$ cat src/lsu_pkg.sv
package lsu_pkg;

    // datapath widths
    localparam int XLEN  = 32;
    localparam int REG_W = 5;

    // on-chip data RAM, 32-bit words
    localparam int RAM_DEPTH = 256;
    localparam int RAM_AW    = $clog2(RAM_DEPTH);

    // extra cycles the RAM needs before its answer is valid
    localparam int WAIT_STATES = 2;

    // wide enough to hold WAIT_STATES, never zero bits
    localparam int TMR_W = $clog2(WAIT_STATES + 2);

    // access size codes
    localparam logic [1:0] SZ_BYTE = 2'd0;
    localparam logic [1:0] SZ_HALF = 2'd1;
    localparam logic [1:0] SZ_WORD = 2'd2;

    // memory op as it arrives from execute
    typedef struct packed {
        logic       is_mem;
        logic       is_store;
        logic [1:0] size;
        logic       is_unsigned;
    } mem_op_t;

    // stage FSM
    typedef enum logic [1:0] {
        IDLE,
        ACCESS,
        WAIT,
        DONE
    } st_t;

endpackage
$ cat src/mem_req_if.sv
`timescale 1ns/1ps

interface mem_req_if;
    import lsu_pkg::*;

    logic              req;
    logic              we;
    logic [RAM_AW-1:0] addr;
    logic [3:0]        wmask;
    logic [XLEN-1:0]   wdata;
    logic [XLEN-1:0]   rdata;
    logic              ack;

    // FSM side, issues the access and watches for completion
    modport master (output req, output we, output addr, input ack);

    // store lane steering
    modport wr (output wdata, output wmask);

    modport slave (input req, input we, input addr, input wmask, input wdata,
                   output rdata, output ack);

    // load lane selection
    modport rd (input rdata);

endinterface

$ cat src/load_extend.sv
`timescale 1ns/1ps

module load_extend (
    input  lsu_pkg::mem_op_t         op_i,
    input  logic [1:0]               addr_lo_i,
    output logic [lsu_pkg::XLEN-1:0] data_o,
    mem_req_if.rd                    mem
);
    import lsu_pkg::*;

    logic [7:0]  byte_sel;
    logic [15:0] half_sel;

    always_comb begin
        case (addr_lo_i)
            2'd0:    byte_sel = mem.rdata[7:0];
            2'd1:    byte_sel = mem.rdata[15:8];
            2'd2:    byte_sel = mem.rdata[23:16];
            default: byte_sel = mem.rdata[31:24];
        endcase
        half_sel = addr_lo_i[1] ? mem.rdata[31:16] : mem.rdata[15:0];
    end

    always_comb begin
        case (op_i.size)
            SZ_BYTE: begin
                if (op_i.is_unsigned) begin
                    data_o = {{(XLEN-8){1'b0}}, byte_sel};
                end else begin
                    data_o = {{(XLEN-8){byte_sel[7]}}, byte_sel};
                end
            end
            SZ_HALF: begin
                if (op_i.is_unsigned) begin
                    data_o = {{(XLEN-16){1'b0}}, half_sel};
                end else begin
                    data_o = {{(XLEN-16){half_sel[15]}}, half_sel};
                end
            end
            default: data_o = mem.rdata;
        endcase
    end

endmodule

$ cat src/flat_wrapper.sv
// flat-port wrapper written by rule: the top's interface ports become plain ports
module load_extend_flat import lsu_pkg::*;
  (op_i, addr_lo_i, data_o, mem_rdata);
  mem_req_if mem_i ();
  input  lsu_pkg::mem_op_t op_i;
  input  logic [1:0] addr_lo_i;
  output logic [lsu_pkg::XLEN-1:0] data_o;
  input wire logic [$bits(mem_i.rdata)-1:0] mem_rdata;
  assign mem_i.rdata = mem_rdata;
  load_extend u_core (.op_i(op_i), .addr_lo_i(addr_lo_i), .data_o(data_o), .mem(mem_i));
endmodule
$ cat config.mk
export PLATFORM = sky130hd
export DESIGN_NAME = load_extend_flat
export DESIGN_NICKNAME = d
export VERILOG_FILES = /design/src/lsu_pkg.sv /design/src/mem_req_if.sv /design/src/load_extend.sv /design/src/flat_wrapper.sv
export SDC_FILE = /design/constraint.sdc
export NUM_CORES = 1
export LEC_CHECK = 0
export ABC_AREA = 1
export BUFFER_PORTS_ARGS = -buffer_cell sky130_fd_sc_hd__buf_2
export CORE_ASPECT_RATIO = 0.8
export CORE_MARGIN = 2
export CORE_UTILIZATION = 45
export DETAILED_ROUTE_END_ITERATION = 8
export GPL_TIMING_DRIVEN = 0
export PLACE_DENSITY = 0.88
export SLEW_MARGIN = 10
export SYNTH_ARGS = -nofsm -noshare
export SYNTH_HDL_FRONTEND = slang
export SYNTH_SLANG_ARGS = --single-unit
$ cat constraint.sdc
create_clock -name vclk -period 2.05
set_input_delay 0.1025 -clock vclk [all_inputs]
set_output_delay 0.1025 -clock vclk [all_outputs]
set_load 0.02 [all_outputs]
# Yosys cells after proc, flatten, opt, wreduce, memory -nomap -nowiden
# Cells that the tools add are included.
# totals
n_memories	0
mem_bits_ro	0
output_inout_bits	32
ramBits	0
latchBits	0
reg_bits	0
# classes
bitwise	0
shift	0
div	0
add_sub_neg	0
magnitude_cmp	0
reduce_logical	2
mul	0
muxes	5
n_eq_ne	3
# ops
operator	count
2-to-1 mux 32 bit	2
case mux 32 bit (2 select lines)	1
case mux 8 bit (3 select lines)	1
2-to-1 mux 16 bit	1
equality test 2 x 1 -> 1 bit, second input constant	2
logical NOT 2 bit	2
equality test 2 bit, second input constant	1

# Longest topological paths before layout
# depth
ltp_word	4
ltp_mapped	7

# Worst setup path before layout
# No wires, ideal clock.
# synth_path
path_kind	input port to output port
startpoint	input port addr_lo_i[1]
endpoint	output port data_o[0] (netlist name)
setup_slack_ps	1072
stages	5
n_path_buf	2
arrival_time_ps	876
required_ps	1947
path_cell_list	buf_6 -> inv_2 -> buf_4 -> a21oi_1 -> o211ai_1
# synth_between
elab_chain_cells	4
# synth_rtl
item	line	source
start, declared	flat_wrapper.sv:6	input logic [1:0] addr_lo_i;
equality test 2 bit, or another cell as far along	load_extend.sv:15	case (addr_lo_i)
case mux 8 bit (3 select lines)	load_extend.sv:15	
2-to-1 mux 32 bit	load_extend.sv:27	if (op_i.is_unsigned) begin
case mux 32 bit (2 select lines) (*)	load_extend.sv:25	case (op_i.size)
end, declared	flat_wrapper.sv:7	output logic [lsu_pkg::XLEN-1:0] data_o;
# Every way passes the cells marked *; elsewhere a longest branch is shown, timed or not.

# Final worst setup path
# layout_path
startpoint	input port addr_lo_i[1]
endpoint	output port data_o[18] (netlist name)
# Same word-level chain as after synthesis.

==> summary.md <==
| Metric | Value |
|---|---|
| Residual DRC | `0` |
| Synth cell types | `21` |
| FF+latch area | `0 µm²` |
| Mapped Nets | `196` |
| Sw Share | `61.7%` |
| Area Overhead vs Synth | `42.2%` |
| N_diodes | `0` |
| CP Data Required Time | `1.95 ns` |
| Top Ports | `71` |
| Sequential share of the synthesized area | `0%` |
| Combinational share of power | `100.0%` |
| Via count | `1220` |
| Crit path capture type | `output port` |
| Register share of total power | `0%` |
| Worst Hold Slack | `0.547 ns` |
| DRT Pass-1 Iters | `4` |
| Average wire per standard cell | `11.0 µm` |
| PortBufs | `68` |
| # rows | `14` |
| Routed wire length | `2740 µm` |
| Via count of the first global-routing pass | `1023` |
| Initial antenna violation count | `0` |
| Initial Utilization | `47.2%` |
| Cell area power density | `268 nW/µm²` |
| Synthesized instance count | `157` |
| Leakage | `0.870 nW` |
| Seq cells | `0` |
| Relative slew slack | `63.9%` |
| Startpoint types | `primary input` |
| Fraction of layout cells with a size suffix above 1 | `47.6%` |
| Non-Filler Instances | `249` |
| Total gr overflow | `0` |
| Hold Buf Count CTS | `0` |
| CLK BUF | `0` |
| Die area | `2320 µm²` |
| Cell-internal power | `0.128 mW` |
| Critical setup path kind | `in2out` |
| CP Max Fanout | `10` |
| Pin count of the biggest net entering global routing | `11` |
| Unrepaired setup endpoints after global routing | `false` |
| Hold Vio Cnt, Final | `0` |
| Max-slew violations | `0` |
| Gpl congestion | `0.873` |
| ANT nets after route | `0` |
| Worst Max-Slew Pin Slew | `0.538 ns` |
| Cell area after synthesis | `877 µm²` |
| Die Span Y | `43.5 µm` |
| Clock power frac | `0%` |
| First-pass GRT wire length | `4280 µm` |
| Count of final setup violators | `0` |
| Max-cap violation count | `0` |
| Hold Startpoint | `mem_rdata[24]` |
| Setup Fix Bufs, Post-CTS | `0` |
| HPWL after DPL | `2170 µm` |
| Post-Syn Area per Cell | `5.59 µm²` |
| Via density | `4.90` |
| Worst hold path depth | `4` |
| DR iter-0 viols | `32` |
| Hold WC Path Type | `in2out` |
| Post-cts gate resize count | `0` |
| All-Layer GR Usage | `23.4%` |
| Min Clock Period, post-route | `1.23 ns` |
| Total core area | `1860 µm²` |
| NetSw | `0.206 mW` |
| Peak Freq | `813 MHz` |
| Final worst-path cycle share | `60.0%` |
| CP Data Arrival Time | `1.13 ns` |
| Number of nets in the layout | `266` |
| Post-route setup TNS | `0 ns` |
| Power Total | `0.334 mW` |
| Die X-Extent | `53.4 µm` |
| Critical path startpoint | `addr_lo_i[1]` |
| Status | `complete, no violations` |
| DP Cell Count | `249` |
| Peak supply drop | `0.000141 V` |
| Synth Warn # | `0` |
==> placed cells by master (no fill, tap or decap) <==
| cell | count |
|---|---|
| nand3_2 | 20 |
| o21ai_0 | 1 |
| clkbuf_1 | 3 |
| nor2_4 | 1 |
| inv_2 | 2 |
| inv_1 | 11 |
| nand2_1 | 81 |
| nand2_2 | 2 |
| buf_2 | 68 |
| nand2_4 | 1 |
| nand3_4 | 1 |
| o21ai_2 | 2 |
| nor2_1 | 1 |
| nor3_2 | 1 |
| o21ai_1 | 1 |
| buf_12 | 2 |
| nor2_2 | 2 |
| nand3_1 | 5 |
| a21oi_1 | 8 |
| buf_4 | 2 |
| o211ai_1 | 7 |
| buf_6 | 3 |
==> routing by layer <==
metal  wire, µm  share of wire [%]  GRT usage, %  vias to the layer above
met3        252                9.2          1.38                        0
met1       1170                 43          32.5                      523
li1           -                  -             -                      644
met5          0                  0             0                        -
met2       1320                 48          41.0                       53
met4          0                  0          2.05                        0
==> layout make-up <==
cell class | count | area [µm²]
Buffer | 10 | 100
Fill cell | 179 | 609
Inverter | 13 | 48.8
Multi-Input combinational cell | 134 | 728
Tap cell | 24 | 30.0
Timing Repair Buffer | 68 | 340
==> through the flow <==
stage | area (µm²) | utilization (%) | worst slack (ns)
floorplan | 877 | - | 1.07
global placement | 1250 | 67.2 | 0.830
detailed placement | 1250 | 67.2 | 0.824
CTS | 1250 | 67.2 | 0.823
global route | 1250 | 67.2 | 0.726
finish | 1250 | 67.2 | 0.820
==> cell usage after synthesis <==
cell type  count  area [µm²]
nand2_4        1        11.3
o21ai_0        1        5.00
nand3_1        5        25.0
nor2_1         1        3.75
o211ai_1       7        52.6
nand3_4        1        17.5
inv_1         11        41.3
nand2_2        2        12.5
nor2_2         2        12.5
o21ai_2        2        17.5
nand2_1       81         304
o21ai_1        1        5.00
inv_2          2        7.51
buf_6          3        33.8
nor2_4         1        11.3
clkbuf_1       3        11.3
buf_12         2        40.0
a21oi_1        8        40.0
nor3_2         1        10.0
nand3_2       20         200
buf_4          2        15.0
==> logic make-up after synthesis <==
| group | Yosys count | synth area share, % |
|---|---|---|
| simple gates | 115 | 69.3 |
| buf+inv | 23 | 17.0 |
| compound gates | 19 | 13.7 |
==> critical path, cell delays in order <==
cell and delay (ns):
buf_2 0.11, buf_6 0.14, o21ai_2 0.14, nand3_2 0.10, nand3_4 0.14, buf_12 0.16, nand3_2 0.06, buf_2 0.16
==> power groups by stage <==
stage               Clock, mW  Sequential [mW]  Combinational (mW)
floorplan                   0                0               0.218
CTS                         0                0               0.335
detailed placement          0                0               0.334
finish                      0                0               0.334
global route                0                0               0.363
global placement            0                0               0.331
==> worst paths after layout <==
kind / endpoint / slack [ns]
setup / recovery: data_o[18] / 0.82
hold / removal: data_o[24] / 0.55
No activity file was read; power rests on OpenSTA's default activity.
