File: src/lsu_pkg.sv
package lsu_pkg;

    // datapath widths
    localparam int XLEN  = 32;
    localparam int REG_W = 5;

    // on-chip data RAM, 32-bit words
    localparam int RAM_DEPTH = 256;
    localparam int RAM_AW    = $clog2(RAM_DEPTH);

    // extra cycles the RAM needs before its answer is valid
    localparam int WAIT_STATES = 2;

    // wide enough to hold WAIT_STATES, never zero bits
    localparam int TMR_W = $clog2(WAIT_STATES + 2);

    // access size codes
    localparam logic [1:0] SZ_BYTE = 2'd0;
    localparam logic [1:0] SZ_HALF = 2'd1;
    localparam logic [1:0] SZ_WORD = 2'd2;

    // memory op as it arrives from execute
    typedef struct packed {
        logic       is_mem;
        logic       is_store;
        logic [1:0] size;
        logic       is_unsigned;
    } mem_op_t;

    // stage FSM
    typedef enum logic [1:0] {
        IDLE,
        ACCESS,
        WAIT,
        DONE
    } st_t;

endpackage
File: src/mem_req_if.sv
`timescale 1ns/1ps

interface mem_req_if;
    import lsu_pkg::*;

    logic              req;
    logic              we;
    logic [RAM_AW-1:0] addr;
    logic [3:0]        wmask;
    logic [XLEN-1:0]   wdata;
    logic [XLEN-1:0]   rdata;
    logic              ack;

    // FSM side, issues the access and watches for completion
    modport master (output req, output we, output addr, input ack);

    // store lane steering
    modport wr (output wdata, output wmask);

    modport slave (input req, input we, input addr, input wmask, input wdata,
                   output rdata, output ack);

    // load lane selection
    modport rd (input rdata);

endinterface

File: src/lsu_ctrl_fsm.sv
`timescale 1ns/1ps

module lsu_ctrl_fsm (
    input  logic                          clk,
    input  logic                          arst_n_i,
    input  logic                          flush_i,
    input  logic                          in_valid_i,
    output logic                          in_ready_o,
    input  lsu_pkg::mem_op_t              in_op_i,
    input  logic [lsu_pkg::XLEN-1:0]      in_addr_i,
    input  logic [lsu_pkg::XLEN-1:0]      in_wdata_i,
    input  logic [lsu_pkg::REG_W-1:0]     in_rd_i,
    input  logic                          in_wen_i,
    output logic                          out_valid_o,
    input  logic                          out_ready_i,
    output logic [lsu_pkg::XLEN-1:0]      out_result_o,
    output logic [lsu_pkg::REG_W-1:0]     out_rd_o,
    output logic                          out_wen_o,
    output logic                          out_excp_o,
    input  logic [lsu_pkg::XLEN-1:0]      ld_data_i,
    output lsu_pkg::mem_op_t              cur_op_o,
    output logic [lsu_pkg::XLEN-1:0]      cur_addr_o,
    output logic [lsu_pkg::XLEN-1:0]      cur_wdata_o,
    mem_req_if.master                     mem
);
    import lsu_pkg::*;

    st_t              state;
    st_t              state_nxt;
    mem_op_t          cur_op;
    logic [XLEN-1:0]  cur_addr;
    logic [XLEN-1:0]  cur_wdata;
    logic [REG_W-1:0] cur_rd;
    logic             cur_wen;
    logic             cur_excp;
    logic             in_fire;
    logic             misalign;
    logic             tmr_done;
    logic             ack_seen;
    logic             res_ok;
    logic             out_load;

    // no new op while a flush is in progress
    assign in_ready_o = (state == IDLE) && !flush_i;
    assign in_fire    = in_valid_i && in_ready_o;

    assign misalign = in_op_i.is_mem &&
                      (((in_op_i.size == SZ_HALF) && in_addr_i[0]) ||
                       ((in_op_i.size == SZ_WORD) && (in_addr_i[1:0] != 2'b00)));

    assign mem.req  = (state == ACCESS);
    assign mem.we   = cur_op.is_store;
    assign mem.addr = cur_addr[RAM_AW+1:2];

    // own copy of the wait-state count, ends WAIT
    wait_timer i_wait_timer (
        .clk      (clk),
        .arst_n_i (arst_n_i),
        .start_i  (mem.req),
        .done_o   (tmr_done),
        .busy_o   ()
    );

    // result ready: no access needed, or the RAM has answered
    assign res_ok   = !cur_op.is_mem || cur_excp || mem.ack || ack_seen;
    assign out_load = (state == DONE) && res_ok && (!out_valid_o || out_ready_i);

    always_comb begin
        state_nxt = state;
        case (state)
            IDLE: begin
                if (in_fire) begin
                    state_nxt = (in_op_i.is_mem && !misalign) ? ACCESS : DONE;
                end
            end
            ACCESS: state_nxt = WAIT;
            WAIT: begin
                if (tmr_done) begin
                    state_nxt = DONE;
                end
            end
            DONE: begin
                if (out_load) begin
                    state_nxt = IDLE;
                end
            end
            default: state_nxt = IDLE;
        endcase
        if (flush_i) begin
            state_nxt = IDLE;
        end
    end

    always_ff @(posedge clk or negedge arst_n_i) begin
        if (!arst_n_i) begin
            state       <= IDLE;
            ack_seen    <= 1'b0;
            out_valid_o <= 1'b0;
        end else begin
            state <= state_nxt;
            // ack is a single pulse, remember it under back-pressure
            if (flush_i || out_load) begin
                ack_seen <= 1'b0;
            end else if ((state == DONE) && mem.ack) begin
                ack_seen <= 1'b1;
            end
            if (flush_i) begin
                out_valid_o <= 1'b0;
            end else if (out_load) begin
                out_valid_o <= 1'b1;
            end else if (out_ready_i) begin
                out_valid_o <= 1'b0;
            end
        end
    end

    always_ff @(posedge clk) begin
        if (in_fire) begin
            cur_op    <= in_op_i;
            cur_addr  <= in_addr_i;
            cur_wdata <= in_wdata_i;
            cur_rd    <= in_rd_i;
            cur_wen   <= in_wen_i;
            cur_excp  <= misalign;
        end
    end

    always_ff @(posedge clk) begin
        if (out_load) begin
            // loads return memory data, everything else the address
            if (cur_op.is_mem && !cur_op.is_store && !cur_excp) begin
                out_result_o <= ld_data_i;
            end else begin
                out_result_o <= cur_addr;
            end
            out_rd_o   <= cur_rd;
            out_wen_o  <= cur_wen && !cur_excp;
            out_excp_o <= cur_excp;
        end
    end

    assign cur_op_o    = cur_op;
    assign cur_addr_o  = cur_addr;
    assign cur_wdata_o = cur_wdata;

endmodule

File: src/wait_timer.sv
`timescale 1ns/1ps

module wait_timer (
    input  logic clk,
    input  logic arst_n_i,
    input  logic start_i,
    output logic done_o,
    output logic busy_o
);
    import lsu_pkg::*;

    logic [TMR_W-1:0] cnt;

    always_ff @(posedge clk or negedge arst_n_i) begin
        if (!arst_n_i) begin
            cnt    <= '0;
            busy_o <= 1'b0;
        end else if (start_i) begin
            // a new start reloads even while busy
            cnt    <= TMR_W'(WAIT_STATES);
            busy_o <= 1'b1;
        end else if (busy_o) begin
            if (cnt == '0) begin
                busy_o <= 1'b0;
            end else begin
                cnt <= cnt - TMR_W'(1);
            end
        end
    end

    assign done_o = busy_o && (cnt == '0);

endmodule

File: src/flat_wrapper.sv
// flat-port wrapper written by rule: the top's interface ports become plain ports
module lsu_ctrl_fsm_flat import lsu_pkg::*;
  (clk, arst_n_i, flush_i, in_valid_i, in_ready_o, in_op_i, in_addr_i, in_wdata_i, in_rd_i, in_wen_i, out_valid_o, out_ready_i, out_result_o, out_rd_o, out_wen_o, out_excp_o, ld_data_i, cur_op_o, cur_addr_o, cur_wdata_o, mem_req, mem_we, mem_addr, mem_ack);
  mem_req_if mem_i ();
  input  logic clk;
  input  logic arst_n_i;
  input  logic flush_i;
  input  logic in_valid_i;
  output logic in_ready_o;
  input  lsu_pkg::mem_op_t in_op_i;
  input  logic [lsu_pkg::XLEN-1:0] in_addr_i;
  input  logic [lsu_pkg::XLEN-1:0] in_wdata_i;
  input  logic [lsu_pkg::REG_W-1:0] in_rd_i;
  input  logic in_wen_i;
  output logic out_valid_o;
  input  logic out_ready_i;
  output logic [lsu_pkg::XLEN-1:0] out_result_o;
  output logic [lsu_pkg::REG_W-1:0] out_rd_o;
  output logic out_wen_o;
  output logic out_excp_o;
  input  logic [lsu_pkg::XLEN-1:0] ld_data_i;
  output lsu_pkg::mem_op_t cur_op_o;
  output logic [lsu_pkg::XLEN-1:0] cur_addr_o;
  output logic [lsu_pkg::XLEN-1:0] cur_wdata_o;
  output wire logic [$bits(mem_i.req)-1:0] mem_req;
  output wire logic [$bits(mem_i.we)-1:0] mem_we;
  output wire logic [$bits(mem_i.addr)-1:0] mem_addr;
  input wire logic [$bits(mem_i.ack)-1:0] mem_ack;
  assign mem_req = mem_i.req;
  assign mem_we = mem_i.we;
  assign mem_addr = mem_i.addr;
  assign mem_i.ack = mem_ack;
  lsu_ctrl_fsm u_core (.clk(clk), .arst_n_i(arst_n_i), .flush_i(flush_i), .in_valid_i(in_valid_i), .in_ready_o(in_ready_o), .in_op_i(in_op_i), .in_addr_i(in_addr_i), .in_wdata_i(in_wdata_i), .in_rd_i(in_rd_i), .in_wen_i(in_wen_i), .out_valid_o(out_valid_o), .out_ready_i(out_ready_i), .out_result_o(out_result_o), .out_rd_o(out_rd_o), .out_wen_o(out_wen_o), .out_excp_o(out_excp_o), .ld_data_i(ld_data_i), .cur_op_o(cur_op_o), .cur_addr_o(cur_addr_o), .cur_wdata_o(cur_wdata_o), .mem(mem_i));
endmodule
File: config.mk
export PLATFORM = sky130hd
export DESIGN_NAME = lsu_ctrl_fsm_flat
export DESIGN_NICKNAME = d
export VERILOG_FILES = /design/src/lsu_pkg.sv /design/src/mem_req_if.sv /design/src/lsu_ctrl_fsm.sv /design/src/wait_timer.sv /design/src/flat_wrapper.sv
export SDC_FILE = /design/constraint.sdc
export NUM_CORES = 1
export LEC_CHECK = 0
export ABC_AREA = 1
export BUFFER_PORTS_ARGS = -buffer_cell sky130_fd_sc_hd__buf_2
export CAP_MARGIN = 5
export CORE_MARGIN = 4
export CORE_UTILIZATION = 47
export CTS_BUF_LIST = sky130_fd_sc_hd__clkbuf_4
export CTS_CLUSTER_SIZE = 20
export DETAILED_ROUTE_END_ITERATION = 8
export GPL_ROUTABILITY_DRIVEN = 1
export PLACE_DENSITY_LB_ADDON = 0.25
export SETUP_SLACK_MARGIN = 0.1
export SYNTH_ARGS = -nofsm -noshare
export SYNTH_HDL_FRONTEND = slang
export SYNTH_SLANG_ARGS = --single-unit
File: constraint.sdc
create_clock -name clk -period 4.1 [get_ports clk]
set_input_delay 0.205 -clock clk [delete_from_list [all_inputs] [get_ports clk]]
set_output_delay 0.205 -clock clk [all_outputs]
set_load 0.005 [all_outputs]
# [Word level (Yosys, flattened, before mapping)]
# Cells that the tools add are included.
[word_totals] input_bits=113 out_inout_bits=120 wordCells=79 register_bits=122
[op_classes] muxes=18 add_sub_neg=1 reduce_logical=33 n_eq_ne=9
[op_table] cell="$mux W32" n=1
[op_table] cell="$mux W2" n=8
[op_table] cell="$logic_and A1 B1 Y1" n=13
[op_table] cell="$mux W1" n=8
[op_table] cell="$pmux W2 S4" n=1
[op_table] cell="$eq A2 B2 Y1 const B" n=3
[op_table] cell="$logic_not A1 Y1" n=6
[op_table] cell="$logic_or A1 B1 Y1" n=6
[op_table] cell="$ne A3 B2 Y1 const B" n=2
[op_table] cell="$reduce_bool A2 Y1" n=3
[op_table] cell="$eq A2 B1 Y1 const B" n=2
[op_table] cell="$logic_not A2 Y1" n=2
[op_table] cell="$ne A3 B3 Y1 const B" n=1
[op_table] cell="$reduce_and A3 Y1" n=1
[op_table] cell="$reduce_bool A3 Y1" n=1
[op_table] cell="$ne A2 B2 Y1 const B" n=1
[op_table] cell="$reduce_and A2 Y1" n=1
[op_table] cell="$sub A2 B1 Y2 const B" n=1

# [Depth between registers and ports, before layout]
[logic_depth] ltp_word=10 mapped_depth=8

# [By module]
# A second synthesis with hierarchy kept.
[hier_totals] cells_unflattened=250 area_unflattened_um2=4645.7
[modules_own_cells] mod="lsu_ctrl_fsm" area_per_inst_um2=4479.3 n_inst=1 cells_per_inst=227 seq_area_each_um2=3553.4
[modules_own_cells] mod="wait_timer" area_per_inst_um2=166.4 n_inst=1 cells_per_inst=23 seq_area_each_um2=75.1

# [Worst setup path before layout]
# No wires, ideal clock.
[synth_path] path_kind="register to register" from="register u_core.state[0]" to="register u_core.cur_addr[0], in the netlist u_core.cur_addr_o[0] (enable)" arrival_time_ns=2.484 slack_ns=1.173 required_ns=3.657 stages_incl_launch_ff=4 setup_time_ns=0.443 path_cell_list="dfrtp_1 > inv_1 > ha_1 > and3_1"
[synth_via] elab_chain_len=3
[synth_lines] element="from (decl)" line_no="lsu_ctrl_fsm.sv:28" text="st_t state;"
[synth_lines] element="from (signal assigned)" line_no="lsu_ctrl_fsm.sv:100" text="state <= state_nxt;"
[synth_lines] element="$logic_not A2 Y1" line_no="lsu_ctrl_fsm.sv:44" text="assign in_ready_o = (state == IDLE) && !flush_i;"
[synth_lines] element="$logic_and A1 B1 Y1" line_no="lsu_ctrl_fsm.sv:44"
[synth_lines] element="$logic_and A1 B1 Y1" line_no="lsu_ctrl_fsm.sv:45" text="assign in_fire = in_valid_i && in_ready_o;"
[synth_lines] element="via u_core.in_fire" line_no="lsu_ctrl_fsm.sv:36" text="logic in_fire;"
[synth_lines] element="to (signal assigned)" line_no="lsu_ctrl_fsm.sv:120" text="cur_addr <= in_addr_i;"
[synth_lines] element="to (decl)" line_no="lsu_ctrl_fsm.sv:31" text="logic [XLEN-1:0] cur_addr;"
# The timed path passes the listed nets, and every way through them passes these cells.
# A chain may end at the register's enable or synchronous reset.

# [Worst setup path after layout]
[layout_path] from="register u_core.state[0]" to="register u_core.out_result_o[8] (netlist bit) (enable)"
[layout_via] elab_chain_len=3
[layout_lines] element="$eq A2 B2 Y1" line_no="lsu_ctrl_fsm.sv:66" text="assign out_load = (state == DONE) && res_ok && (!out_valid_o || out_ready_i);"
[layout_lines] element="$logic_and A1 B1 Y1 (2 in a row)" line_no="lsu_ctrl_fsm.sv:66"
[layout_lines] element="via u_core.out_load" line_no="lsu_ctrl_fsm.sv:41" text="logic out_load;"
[layout_lines] element="to (signal assigned)" line_no="lsu_ctrl_fsm.sv:132" text="out_result_o <= ld_data_i;"
[layout_lines] element="to (signal assigned)" line_no="lsu_ctrl_fsm.sv:134" text="out_result_o <= cur_addr;"
[layout_lines] element="to (decl)" line_no="lsu_ctrl_fsm.sv:16" text="output logic [lsu_pkg::XLEN-1:0] out_result_o,"
# The timed path passes the listed nets, and every way through them passes these cells.

==> results.cfg <==
[finish]
area_delta_synth_final_pct = 57.1
final_area_mm2 = 0.00714
multi_input_area_um2 = 738
diodes = 0
fill_cells = 559
fin_nets = 706
drive_gt1_share_pct = 49.8
regArea_mm2 = 0.00363

[logic_synthesis]
yosys.area.top_type = edfxtp_1
ys_top_cells_by_area = edfxtp_1, mux2_4, dfrtp_1, inv_1, ha_1
synth_edf_count = 115
synth-async-reset-ratio_pct = 5.74
syn_inst = 236
synth_area_mm2 = 0.00455
dominantRegCellSynth = edfxtp_1
syn_avg_cell_area_um2 = 19.3
synth_most_common_cell = edfxtp_1
synth_top_area_share_pct = 75.9
ys_seq_elements = 122
synth-seq-area-share_pct = 79.8
syn-num-nets = 355
yosys_warnings = 0
ys_types = 19
ys_top_cells_by_count = edfxtp_1, mux2_4, inv_1, nand2_1, buf_4

[run]
maxCapViolCount = 0

[placement]
dp_hpwl_um = 7320
io_buffers = 232
place_area_mm2 = 0.00578
place_congestion = 0.794

[routing]
drt_wl_total_um = 11700
drt_iter0_drc = 93
wl_per_cell_um = 16.1
first_pass_iters = 6
drt.antenna.violating_nets = 0
via_count = 3318
viasPerCell = 4.55
drcViolationCount = 0

[global_routing]
grt_pass1_wl_um = 17900
antenna_found_initial = 0
grt_max_degree = 77
grtUsageTotal_pct = 20.9
grt.overflow.total = 0
grt_pass1_vias = 3559

[worst_setup_path]
rr_startpoint = u_core.state[0]$_DFFE_PN0P_
critPathCaptureType = flip-flop
path_max_fanout = 21
cp.arrival_ns = 2.36
reg2reg_depth = 4
worstSetupStartpointType = flip-flop
critical_path_class = flip-flop to flip-flop
reg2reg_slack_ns = 1.92
required_ns = 4.28
r2r-end = u_core.out_result_o[8]$_DFFE_PP_

[timing]
max_clock_freq_mhz = 458
clock-skew-final_ns = 0.0201
setup_viol = 0
final-hold-violation-count = 0
fin_crit_sh_pct = 53.2
relSlewSlack_pct = 28.0
post-route-min-period_ns = 2.18
finalSetupTns_ns = 0
rsz0062_at_grt = no
drv_slew = 0
worst_pin_slew_ns = 1.08

[min_path]
min_path_type = primary input to flip-flop
whs_endpoint = u_core.ack_seen$_DFFE_PN0P_
holdPathStages = 5
hp-start = mem_ack

[pwr]
p_leak_nw = 3.18
p_int_w = 0.00214
seqPwrFrac_pct = 55.1
switchingPower_w = 0.000848
switching_share_pct = 28.4
clkPwrFrac_pct = 24.0
powerDensity_mw_per_mm2 = 418
irDropWorstVdd_uv = 281
p_comb_share_pct = 20.9

[floorplanning]
die_y_um = 106
core-area_mm2 = 0.00933
initial_core_util_pct = 48.7
dieArea_mm2 = 0.0113
die_w_um = 106
ios = 233
rows = 35

[cts]
h-tree-depth = 4
cts.sinks = 122
cts_tree = yes
root_buffer = clkbuf_4
clkLatencyLatePin_ns = 0.50
cts.clk_slew.worst_paths_ns = 0.11
post_cts_resized = 0
max-clock-path-buffers = 2
cts_made_buffers = 17
post_cts.repair.setup_buffers = 0

[status]
status = finished clean
-- routing by layer --
| metal | share of wire [%] | vias to the layer above | GRT usage (%) |
|---|---|---|---|
| met3 | 8.5 | 15 | 6.50 |
| li1 | - | 1566 | - |
| met1 | 35 | 1572 | 22.3 |
| met5 | 0 | - | 0 |
| met4 | 1.7 | 0 | 7.40 |
| met2 | 54 | 165 | 38.7 |
-- area by class of cell --
type | instances | area share, %
Sequential cell | 122 | 50.8
Timing Repair Buffer | 345 | 32.1
Multi-Input combinational cell | 80 | 10.3
Tap cell | 129 | 2.26
Clock buffer | 17 | 1.79
Clock inverter | 15 | 1.66
Inverter | 21 | 1.10
-- placed cells by master (no fill, tap or decap), drive strengths merged, types with 6 or more instances in the layout --
| cell | n |
|---|---|
| buf | 233 |
| ha | 6 |
| edfxtp | 115 |
| dlygate4sd3 | 112 |
| nor2 | 9 |
| clkbuf | 17 |
| clkinv | 6 |
| inv | 25 |
| nand2 | 18 |
| mux2 | 32 |
| dfrtp | 7 |
-- stage by stage --
stage	total power, W	hold slack (ns)	cells	worst slack [ns]	utilization [%]
after floorplan	0.00195	-0.0906	236	1.17	-
after global placement	0.00218	0.0476	585	2.02	61.9
after detailed placement	0.00220	0.0526	585	1.93	61.9
after CTS	0.00301	0.0708	729	1.91	76.6
after global routing	0.00315	0.125	729	1.79	76.6
final	0.00299	0.142	729	1.92	76.6
-- cell families (layout without fill, tap and decap cells) --
logic type	after synthesis	after routing	share of synthesized area, %
AOI/OAI and AO/OA	9	9	1.05
muxes	32	32	10.4
adders and majority gates	6	6	1.65
DFF	122	122	79.8
and+or+nand+nor	33	33	3.03
buffers and inverters	34	398	4.07
-- worst max-delay path by stage --
stage / start / end / cells after the start
5_1_grt: u_core.state[0]$_DFFE_PN0P_ / u_core.out_result_o[8]$_DFFE_PP_ / 4
2_1_floorplan: u_core.state[0]$_DFFE_PN0P_ / u_core.cur_addr_o[0]$_DFFE_PP_ / 3
4_1_cts: u_core.state[0]$_DFFE_PN0P_ / u_core.out_result_o[8]$_DFFE_PP_ / 4
3_5_place_dp: u_core.state[0]$_DFFE_PN0P_ / u_core.out_result_o[24]$_DFFE_PP_ / 4
6_report: u_core.state[0]$_DFFE_PN0P_ / u_core.out_result_o[8]$_DFFE_PP_ / 4
3_3_place_gp: u_core.state[0]$_DFFE_PN0P_ / u_core.out_result_o[24]$_DFFE_PP_ / 4
-- registers in the layout (all words and copies together), names as in the netlist, 2 cells and up --
| signal | count |
|---|---|
| u_core.i_wait_timer.cnt | 2 |
| u_core.cur_op_o | 4 |
| u_core.out_rd_o | 5 |
| u_core.state | 2 |
| u_core.cur_wdata_o | 32 |
| u_core.out_result_o | 32 |
| u_core.cur_rd | 5 |
| u_core.cur_addr_o | 32 |
-- critical path, cell delays in order, from the launching register on --
cell and delay (ns):
dfrtp_1 0.44, ha_1 0.25, nand3_1 0.13, inv_1 0.63, buf_4 0.41
-- power by group through the flow --
stage	logic (W)	registers, W	clock network [W]
2_1_floorplan	0.000268	0.00169	0
3_3_place_gp	0.000515	0.00166	0
3_5_place_dp	0.000531	0.00167	0
4_1_cts	0.000618	0.00164	0.000746
5_1_grt	0.000683	0.00166	0.000804
6_report	0.000625	0.00164	0.000717
-- repair_timing --
item | 4_1_cts | 5_1_grt
hold buffers | 112 | 0
endpoints found under the hold margin | 116 | 0
endpoints found under the setup margin | 0 | 0
(Power assumes the default switching activity.)
