### src/lsu_pkg.sv
package lsu_pkg;

    // datapath widths
    localparam int XLEN  = 32;
    localparam int REG_W = 5;

    // on-chip data RAM, 32-bit words
    localparam int RAM_DEPTH = 256;
    localparam int RAM_AW    = $clog2(RAM_DEPTH);

    // extra cycles the RAM needs before its answer is valid
    localparam int WAIT_STATES = 2;

    // wide enough to hold WAIT_STATES, never zero bits
    localparam int TMR_W = $clog2(WAIT_STATES + 2);

    // access size codes
    localparam logic [1:0] SZ_BYTE = 2'd0;
    localparam logic [1:0] SZ_HALF = 2'd1;
    localparam logic [1:0] SZ_WORD = 2'd2;

    // memory op as it arrives from execute
    typedef struct packed {
        logic       is_mem;
        logic       is_store;
        logic [1:0] size;
        logic       is_unsigned;
    } mem_op_t;

    // stage FSM
    typedef enum logic [1:0] {
        IDLE,
        ACCESS,
        WAIT,
        DONE
    } st_t;

endpackage
### src/mem_req_if.sv
`timescale 1ns/1ps

interface mem_req_if;
    import lsu_pkg::*;

    logic              req;
    logic              we;
    logic [RAM_AW-1:0] addr;
    logic [3:0]        wmask;
    logic [XLEN-1:0]   wdata;
    logic [XLEN-1:0]   rdata;
    logic              ack;

    // FSM side, issues the access and watches for completion
    modport master (output req, output we, output addr, input ack);

    // store lane steering
    modport wr (output wdata, output wmask);

    modport slave (input req, input we, input addr, input wmask, input wdata,
                   output rdata, output ack);

    // load lane selection
    modport rd (input rdata);

endinterface

### src/store_align.sv
`timescale 1ns/1ps

module store_align (
    input  lsu_pkg::mem_op_t        op_i,
    input  logic [1:0]              addr_lo_i,
    input  logic [lsu_pkg::XLEN-1:0] data_i,
    mem_req_if.wr                   mem
);
    import lsu_pkg::*;

    logic [XLEN-1:0] lane_data;
    logic [3:0]      lane_mask;

    always_comb begin
        lane_data = data_i;
        lane_mask = 4'b0000;
        case (op_i.size)
            SZ_BYTE: begin
                // byte copied to every lane, mask picks one
                lane_data = {4{data_i[7:0]}};
                lane_mask = 4'b0001 << addr_lo_i;
            end
            SZ_HALF: begin
                lane_data = {2{data_i[15:0]}};
                lane_mask = addr_lo_i[1] ? 4'b1100 : 4'b0011;
            end
            SZ_WORD: begin
                lane_mask = 4'b1111;
            end
            default: begin
                lane_mask = 4'b0000;
            end
        endcase
        // loads and non-memory ops never write
        if (!op_i.is_mem || !op_i.is_store) begin
            lane_mask = 4'b0000;
        end
    end

    assign mem.wdata = lane_data;
    assign mem.wmask = lane_mask;

endmodule

### src/flat_wrapper.sv
// flat-port wrapper written by rule: the top's interface ports become plain ports
module store_align_flat import lsu_pkg::*;
  (op_i, addr_lo_i, data_i, mem_wdata, mem_wmask);
  mem_req_if mem_i ();
  input  lsu_pkg::mem_op_t op_i;
  input  logic [1:0] addr_lo_i;
  input  logic [lsu_pkg::XLEN-1:0] data_i;
  output wire logic [$bits(mem_i.wdata)-1:0] mem_wdata;
  output wire logic [$bits(mem_i.wmask)-1:0] mem_wmask;
  assign mem_wdata = mem_i.wdata;
  assign mem_wmask = mem_i.wmask;
  store_align u_core (.op_i(op_i), .addr_lo_i(addr_lo_i), .data_i(data_i), .mem(mem_i));
endmodule
### config.mk
export PLATFORM = sky130hd
export DESIGN_NAME = store_align_flat
export DESIGN_NICKNAME = d
export VERILOG_FILES = /design/src/lsu_pkg.sv /design/src/mem_req_if.sv /design/src/store_align.sv /design/src/flat_wrapper.sv
export SDC_FILE = /design/constraint.sdc
export NUM_CORES = 1
export LEC_CHECK = 0
export ABC_AREA = 1
export BUFFER_PORTS_ARGS = -buffer_cell sky130_fd_sc_hd__buf_2
export CORE_MARGIN = 2
export CORE_UTILIZATION = 30
export DETAILED_ROUTE_END_ITERATION = 12
export PLACE_DENSITY = 0.88
export SYNTH_ARGS = -nofsm -noshare
export SYNTH_HDL_FRONTEND = slang
export SYNTH_SLANG_ARGS = --single-unit
### constraint.sdc
create_clock -name vclk -period 0.8
set_input_delay 0.08 -clock vclk [all_inputs]
set_output_delay 0.08 -clock vclk [all_outputs]
set_load 0.01 [all_outputs]
# ---- After elaboration in Yosys (flattened, before gate mapping)
# Index checks and enable logic that the tools add are counted.
dict set report op_classes {
  n_eq_ne 2
  shifts 1
  mux 4
  reduce_logical 4
}
# op n
set ops {}
lappend ops {{$pmux 32 s2} 1}
lappend ops {{$pmux 4 s3} 1}
lappend ops {{$mux 4} 2}
lappend ops {{$shl 1x2->4 const A} 1}
lappend ops {{$eq 2x1->1 const B} 1}
lappend ops {{$eq 2x2->1 const B} 1}
lappend ops {{$logic_not 1->1} 2}
lappend ops {{$logic_not 2->1} 1}
lappend ops {{$logic_or 1x1->1} 1}
dict set report word_totals {
  regBits 0
  inputBits 39
  out_inout_bits 36
  word_cells 11
}

# ---- Longest topological paths before layout
# Gate-level depths: netlist (run 1).
dict set report depth {
  ltp_word 3
  ltp_mapped 7
  mapped_depth_nobuf 5
}

# ---- Worst setup path before layout (run 1)
# No wires, ideal clock.
dict set report synth_path {
  path_kind {input-to-output}
  startpoint {in op_i[2] in the netlist's numbering}
  endpoint {out mem_wmask[1]}
  arrival_time_ps 703
  t_required_ps 720
  slack_ps 17
  cell_stages 7
  path_buffers 2
  path_cell_list {buf_6 -> inv_2 -> buf_6 -> nand3_1 -> nand2_1 -> nor2_1 -> nor2_1}
}
dict set report synth_between {
  elab_chain_cells 3
  word_cells_on_any_way 5
  cone_classes {2 x eq/ne; 2 x mux; 1 x reduce/logical}
}
# element line
set synth_lines {}
lappend synth_lines {{from (decl)} flat_wrapper.sv:5} ;# input lsu_pkg::mem_op_t op_i;
lappend synth_lines {{$eq 2x2->1, or another cell as far along} store_align.sv:17} ;# case (op_i.size)
lappend synth_lines {{$pmux 4 s3 (*)} store_align.sv:17}
lappend synth_lines {{$mux 4 (*)} store_align.sv:35} ;# if (!op_i.is_mem || !op_i.is_store) begin
lappend synth_lines {{to (decl)} flat_wrapper.sv:9} ;# output wire logic [$bits(mem_i.wmask)-1:0] mem_wmask;
# Mark *: on every way between the ends. The rest lies on a longest branch, timed or not.

# ---- Worst setup path after layout (run 1)
dict set report layout_path {
  startpoint {in op_i[1] in the netlist's numbering}
  endpoint {out mem_wdata[28]}
}
dict set report layout_between {
  elab_chain_cells 2
  word_cells_on_any_way 3
  cone_classes {1 x eq/ne; 1 x mux; 1 x reduce/logical}
}
# element line
set layout_lines {}
lappend layout_lines {{$eq 2x1->1 / $logic_not 2->1 (equally long branches)} store_align.sv:17}
lappend layout_lines {{$pmux 32 s2 (*)} store_align.sv:17}
lappend layout_lines {{to (decl)} flat_wrapper.sv:8} ;# output wire logic [$bits(mem_i.wdata)-1:0] mem_wdata;
# Marked as above.

==> flow_metrics.py, run 1 <==
metrics = {
    "outcome": {
        "outcome": "finished, violations left",
        "violations": "setup timing",
    },
    "logic_synthesis": {
        "syn_avg_cell_area_sq_um": 4.64,
        "synthSimpleGateAreaFrac_pct": 56.4,
        "syn_area_sq_um": 510,
        "yosys.area_share.xor_xnor_pct": 0,
        "yosysMostFrequentCell": "nand2_1",
        "synth_top_family_by_area": "simple AND/OR/NAND/NOR gates",
        "syn_inst": 110,
        "ys.warnings.count": 0,
        "synth_fa_ha_area_share_pct": 0,
        "synth.top_cell.area_share_pct": 41.9,
        "synth_cell_type_count": 11,
        "synthesis.nets": 149,
        "synthMuxAreaShare_pct": 0,
        "synth_common_cells": "57 x nand2_1, 12 x inv_1, 10 x nor2_1",
        "synthTopCellsByArea": "nand2_1 42%, buf_4 12%, inv_1 8.8%",
        "synth_compound_area_share_pct": 14.7,
        "synth.largest_area_cell": "nand2_1",
        "synth-seq-area-share_pct": 0,
    },
    "detailed_routing": {
        "drc": 0,
        "ant_nets": 0,
        "viasPerCell": 4.61,
        "firstDrtPassIters": 3,
        "drt-initial-drc-count": 5,
        "wl_per_cell_um": 9.38,
        "routed_wl_um": 1830,
        "via_count": 898,
    },
    "floorplanning": {
        "boundaryPins": 75,
        "rows": 14,
        "core_sq_um": 1560,
        "die_y_um": 45.3,
        "die_area_sq_um": 2050,
        "die_x_um": 45.3,
        "start_util_pct": 32.7,
    },
    "run": {
        "drv_cap": 0,
    },
    "clocking": {
        "post_cts_buffers": 0,
        "holdBufCountCts": 0,
    },
    "layout": {
        "nFlopsAndLatches": 0,
        "antennaDiodeCount": 0,
        "fin_nets": 220,
        "nFillCells": 154,
        "drive_gt1_share_pct": 56.4,
        "ff_latch_area_sq_um": 0,
        "nClkBuffers": 0,
        "multiInputGateArea_sq_um": 437,
        "area_delta_synth_final_pct": 92.9,
    },
    "critical_path": {
        "arrival_ns": 0.79,
        "crit_type": "input pin to output pin",
        "crit_fanout": 10,
        "crit_slowest_cell": "nor2_4",
        "path_cells": "buf_8 > nor2_4 > buf_12 > nand2_2 > o211ai_1 > buf_2",
        "start_kind": "input pin",
        "endpoint_kind": "output pin",
        "required_ns": 0.72,
        "max_stage_delay_ns": 0.16,
    },
    "timing": {
        "fin_ws_ns": -0.0746,
        "setup_tns_ns": -0.611,
        "period_needed_ns": 0.875,
        "rsz0062_at_grt": "true",
        "period_share_pct": 109,
        "maxSlewHeadroom_pct": 89.6,
        "maxSlewViolCount": 0,
        "hold_viol_final": 0,
        "max_freq_ghz": 1.14,
        "worst_pin_slew_ns": 0.156,
        "finalSetupViolations": 17,
    },
    "power": {
        "p_per_area_nw_per_um2": 600,
        "power.leakage_nw": 0.663,
        "finalPower_uw": 591,
        "ir_worst_vdd_mv": 0.330,
    },
    "global_route": {
        "grt_pass1_vias": 734,
        "overflow": 0,
        "grt_antenna_before_repair": 0,
        "grt_pass1_wl_um": 2900,
        "grt_max_degree": 11,
        "track_usage_pct": 17.8,
    },
    "placed_design": {
        "dp_hpwl_um": 1470,
        "gp_congestion": 0.699,
        "port_buffers": 74,
    },
    "min_path": {
        "hold_path.class": "input pin to output pin",
    },
}
area by class of cell:
class / count / share of cell area (%)
Timing Repair Buffer: 81 / 47.9
Tap cell: 16 / 2.03
Inverter: 13 / 5.72
Multi-Input combinational cell: 85 / 44.3
kinds of logic (layout without fill, tap and decap cells):
family | after synthesis | after routing
simple gates | 73 | 73
buf+inv | 25 | 94
compound gates | 12 | 12
path summary, 6_finish.rpt:
path      start             to  slack (ns)  cells past startpoint
min   data_i[2]   mem_wdata[2]        0.38                      2
max     op_i[1]  mem_wdata[28]       -0.07                      6
metal layers:
metal	vias up	track usage, %	part of all wire (%)
li1	470	-	-
met1	387	21.7	41
met2	41	34.6	51
met3	0	1.60	8.0
met4	0	1.18	0
met5	-	0	0
per-stage QoR:
step / cell area (sq um) / hold WS, ns / setup slack (ns) / cells / util [%]
detailed placement: 867 / 0.378 / -0.155 / 195 / 55.6
global placement: 867 / 0.376 / -0.128 / 195 / 55.6
CTS: 946 / 0.382 / -0.0612 / 195 / 60.7
floorplan: 510 / 0.252 / 0.0168 / 110 / -
finish: 985 / 0.382 / -0.0746 / 195 / 63.2
global route: 985 / 0.397 / -0.121 / 195 / 63.2
timing repair:
item	CTS	global route
pin swaps	2	2
gates resized for setup	23	13
endpoints found under the setup margin	20	20
where the power goes:
| group | switching [mW] | internal (mW) | total (mW) |
|---|---|---|---|
| Clock | 0 | 0 | 0 |
| Combinational | 0.310 | 0.281 | 0.591 |
| Sequential | 0 | 0 | 0 |
| Total | 0.310 | 0.281 | 0.591 |
cell usage in the layout (no fill, tap or decap):
master     n
nand2_2    8
o21ai_2    1
buf_12     1
nor2_4     1
buf_6      5
inv_1     12
nand2_1   46
nand3_2    5
buf_2     70
buf_4      4
o211ai_1   6
nor2_1     9
nand2_4    3
nor2_2     1
buf_8      1
inv_8      1
o21ai_1    2
o21ai_0    3
critical path: cells and delay by family:
| kind | cells | cell delay [ns] |
|---|---|---|
| compound gates | 1 | 0.09 |
| buf+inv | 3 | 0.42 |
| simple gates | 2 | 0.21 |
Power figures use the tool's default switching activity.
==> run 2, diff against run 1 <==
- clock period: 0.8 -> 1.1 ns (I/O delays scaled with it)
==> run 2 against run 1 <==
Net effect: the run now ends clean; utilization shrank 9.1 points; critical path depth grew 1; global-route usage shrank 2.7 points; via count shrank 3.8%; sequential cell count is the same; first-iteration DRC count grew 120%; cell count shrank 1.0%; largest cell class unchanged; largest power group unchanged.
==> flow_metrics.py, run 2 (synthesized netlist as in run 1, its figures left out) <==
metrics = {
    "outcome": {
        "outcome": "finished clean",
    },
    "floorplanning": {
        "rows": 14,
        "boundaryPins": 75,
        "die_area_sq_um": 2050,
        "core_sq_um": 1560,
        "die_x_um": 45.3,
        "die_y_um": 45.3,
        "start_util_pct": 32.7,
    },
    "detailed_routing": {
        "firstDrtPassIters": 4,
        "viasPerCell": 4.48,
        "ant_nets": 0,
        "drt-initial-drc-count": 11,
        "drc": 0,
        "via_count": 864,
        "wl_per_cell_um": 8.23,
        "routed_wl_um": 1590,
    },
    "layout": {
        "layout_common_cells": "74 x buf_2, 56 x nand2_1, 12 x inv_1, 10 x nor2_1",
        "antennaDiodeCount": 0,
        "nFillCells": 189,
        "drive_gt1_share_pct": 46.3,
        "area_delta_synth_final_pct": 65.0,
        "fin_util_pct": 54.0,
        "layout_commonest_cell": "buf_2",
        "ff_latch_area_sq_um": 0,
        "nClkBuffers": 0,
        "nFlopsAndLatches": 0,
        "fin_nets": 218,
    },
    "critical_path": {
        "required_ns": 0.99,
        "crit_fanout": 6,
        "start_kind": "input pin",
        "endpoint_kind": "output pin",
        "arrival_ns": 0.83,
        "crit_type": "input pin to output pin",
    },
    "global_route": {
        "grt_pass1_vias": 677,
        "grt_pass1_wl_um": 2480,
        "overflow": 0,
        "track_usage_pct": 15.1,
        "grt_max_degree": 17,
        "grt_antenna_before_repair": 0,
    },
    "min_path": {
        "hold_path.class": "input pin to output pin",
    },
    "power": {
        "power.leakage_nw": 0.598,
        "ir_worst_vdd_mv": 0.203,
        "p_per_area_nw_per_um2": 430,
    },
    "placed_design": {
        "gp_congestion": 0.687,
        "port_buffers": 74,
        "dp_hpwl_um": 1410,
    },
    "timing": {
        "period_share_pct": 85.0,
        "maxSlewHeadroom_pct": 89.3,
        "period_needed_ns": 0.936,
        "finalSetupViolations": 0,
        "setup_tns_ns": 0,
        "max_freq_ghz": 1.07,
        "maxSlewViolCount": 0,
        "hold_viol_final": 0,
        "worst_pin_slew_ns": 0.160,
        "rsz0062_at_grt": "false",
    },
    "run": {
        "drv_cap": 0,
    },
    "clocking": {
        "post_cts_buffers": 0,
        "holdBufCountCts": 0,
    },
}
-- run 2: changes by cell type in the layout (fill, tap and decap cells not counted), sizes merged --
cell / before / now
buf: 81 / 79
-- run 2: final cells by class --
| class | instances | area, sq um | area share, % |
|---|---|---|---|
| tap | 16 | 20.0 | 2.38 |
| timing repair buffer | 79 | 408 | 48.4 |
| inverter | 13 | 48.8 | 5.79 |
| multi-input combinational | 85 | 365 | 43.4 |
-- run 2: repair_timing --
action,CTS,global route
setup endpoints to repair,0,6
gates resized for setup,0,1
endpoints found under the hold margin,0,0
-- run 2: power breakdown --
part           switching, mW  total [mW]  internal, mW
logic                  0.195       0.362         0.168
registers                  0           0             0
clock network              0           0             0
total                  0.195       0.362         0.168
-- run 2: critical path: stages --
cell and delay, ns:
buf_2 0.13, inv_2 0.10, nand2_1 0.12, nor2_1 0.11, nor2_1 0.05, nor2_1 0.07, buf_2 0.13
-- run 2: per-layer routing --
| layer | global-route usage (%) | routed length [um] |
|---|---|---|
| met3 | 0 | 127 |
| met4 | 0 | 0 |
| met5 | 0 | 0 |
| met2 | 30.9 | 811 |
| met1 | 18.3 | 650 |
-- run 2: stage by stage --
step / hold slack [ns] / instances / total power [mW] / setup slack, ns / cell area (sq um)
2_1_floorplan: 0.312 / 110 / 0.205 / 0.257 / 510
3_3_place_gp: 0.436 / 193 / 0.363 / 0.0815 / 840
3_5_place_dp: 0.434 / 193 / 0.366 / 0.0682 / 840
4_1_cts: 0.435 / 193 / 0.367 / 0.0664 / 840
5_1_grt: 0.446 / 193 / 0.407 / 0.0416 / 842
6_report: 0.435 / 193 / 0.362 / 0.164 / 842
-- run 2: worst paths after layout --
check / start / endpoint / cells past startpoint
min: data_i[1] / mem_wdata[1] / 2
max: op_i[2] / mem_wmask[1] / 7
==> run 3, diff against run 2 <==
--- a/config.mk
+++ b/config.mk
@@ -11,5 +11,7 @@
 export CORE_UTILIZATION = 30
 export DETAILED_ROUTE_END_ITERATION = 12
+export MAX_ROUTING_LAYER = met4
 export PLACE_DENSITY = 0.88
+export SLEW_MARGIN = 5
 export SYNTH_ARGS = -nofsm -noshare
 export SYNTH_HDL_FRONTEND = slang
==> constraint.sdc (replaced) <==
create_clock -name vclk -period 1.1
set_input_delay 0.165 -clock vclk [all_inputs]
set_output_delay 0.165 -clock vclk [all_outputs]
set_load 0.01 [all_outputs]
==> run 3 against run 2 <==
Net effect: sequential share of layout area unchanged; hold slack improved by 0.11 ns; count of clock-buffer cells in the layout unchanged; die area unchanged; cell count increased by 1.0%; critical endpoint is now mem_wdata[24]; critical path depth decreased by 1; combinational power increased by 7.2%; power increased by 7.1%; cell area increased by 6.8%; first-iteration DRC count decreased by 27%; highest routed layer unchanged; via count increased by 2.9%.
==> flow_metrics.py, run 3 (synthesized netlist as in run 1, its figures left out) <==
metrics = {
    "floorplanning": {
        "start_util_pct": 32.7,
        "core_sq_um": 1560,
        "rows": 14,
        "die_x_um": 45.3,
        "die_area_sq_um": 2050,
        "boundaryPins": 75,
        "die_y_um": 45.3,
    },
    "timing": {
        "worst_pin_slew_ns": 0.161,
        "period_needed_ns": 1.04,
        "hold_viol_final": 0,
        "period_share_pct": 94.3,
        "maxSlewHeadroom_pct": 89.2,
        "finalSetupViolations": 0,
        "whs_ns": 0.547,
        "maxSlewViolCount": 0,
        "max_freq_ghz": 0.964,
        "rsz0062_at_grt": "false",
    },
    "min_path": {
        "min_to": "mem_wdata[1]",
        "hold_start": "data_i[1]",
        "hold_depth": 2,
        "hold_path.class": "input pin to output pin",
    },
    "layout": {
        "area_delta_synth_final_pct": 76.2,
        "ff_latch_area_sq_um": 0,
        "stdcell_area_sq_um": 900,
        "nFlopsAndLatches": 0,
        "layout_commonest_cell": "buf_2",
        "layout_common_cells": "72 x buf_2, 53 x nand2_1, 11 x inv_1, 10 x nor2_1",
        "fin_nets": 220,
        "nFillCells": 178,
        "drive_gt1_share_pct": 49.7,
        "antennaDiodeCount": 0,
        "nClkBuffers": 0,
    },
    "run": {
        "drv_cap": 0,
    },
    "detailed_routing": {
        "firstDrtPassIters": 2,
        "drc": 0,
        "wl_per_cell_um": 8.85,
        "routed_wl_um": 1730,
        "ant_nets": 0,
        "viasPerCell": 4.56,
        "via_count": 889,
        "drt-initial-drc-count": 8,
    },
    "outcome": {
        "outcome": "finished clean",
    },
    "placed_design": {
        "place_area_sq_um": 847,
        "port_buffers": 74,
        "dp_hpwl_um": 1470,
        "gp_congestion": 0.703,
    },
    "global_route": {
        "track_usage_pct": 16.9,
        "grt_pass1_vias": 719,
        "overflow": 0,
        "grt_antenna_before_repair": 0,
        "grt_pass1_wl_um": 2670,
        "grt_max_degree": 17,
    },
    "power": {
        "p_per_area_nw_per_um2": 432,
        "ir_worst_vdd_mv": 0.209,
        "power.leakage_nw": 0.615,
    },
    "critical_path": {
        "start_kind": "input pin",
        "crit_type": "input pin to output pin",
        "required_ns": 0.94,
        "crit_fanout": 8,
        "endpoint_kind": "output pin",
        "arrival_ns": 0.87,
    },
}
[run 3: changes by cell type in the layout (fill, tap and decap cells not counted)]
cell / previous run / this run
buf_2: 74 / 72
buf_6: 0 / 4
inv_1: 12 / 11
inv_4: 0 / 1
nand2_1: 56 / 53
nand2_2: 1 / 4
nand3_1: 5 / 4
nand3_4: 0 / 1
[run 3: layer usage]
layer	vias up	part of all wire, %	track usage [%]
met2	43	50	34.0
met1	377	42	19.3
li1	469	-	-
met5	-	0	-
met3	0	7.9	0.400
met4	0	0	0
[run 3: worst max-delay path by stage]
stage	startpoint	endpoint	slack, ns	cells past startpoint
CTS	op_i[2]	mem_wdata[24]	0.03	6
finish	op_i[1]	mem_wdata[24]	0.06	6
global placement	op_i[2]	mem_wdata[29]	-0.02	7
floorplan	op_i[2]	mem_wmask[1]	0.15	7
global route	op_i[2]	mem_wmask[3]	0.004	8
detailed placement	op_i[2]	mem_wdata[24]	-0.008	5
[run 3: what timing repair did]
item | 4_1_cts | 5_1_grt
pin swaps | 0 | 5
gates resized for setup | 1 | 15
hold buffers | 0 | 0
cloned | 0 | 0
setup endpoints to repair | 4 | 13
setup buffers | 0 | 1
[run 3: cell type report]
type / count / area [sq um] / area share [%]
Inverter: 13 / 51.3 / 5.70
Multi-Input combinational cell: 85 / 385 / 42.8
Tap cell: 16 / 20.0 / 2.23
Timing Repair Buffer: 81 / 443 / 49.2
[run 3: stage by stage]
stage / setup TNS, ns / power [mW] / instances / setup slack [ns] / utilization [%]
floorplan: 0 / 0.205 / 110 / 0.147 / -
global placement: -0.0299 / 0.366 / 194 / -0.0167 / 54.3
detailed placement: -0.0175 / 0.370 / 194 / -0.00799 / 54.3
CTS: 0 / 0.372 / 194 / 0.0270 / 54.5
global route: 0 / 0.433 / 195 / 0.00354 / 57.7
finish: 0 / 0.388 / 195 / 0.0628 / 57.7
[run 3: report_power, final]
part / internal (mW) / switching [mW] / total, mW
clock: 0 / 0 / 0
sequential: 0 / 0 / 0
combinational: 0.182 / 0.206 / 0.388
[run 3: critical path, stage by stage]
cell	delay (ns)
buf_6	0.11
nor2_4	0.13
buf_6	0.14
nand2_1	0.07
o211ai_1	0.09
buf_2	0.16
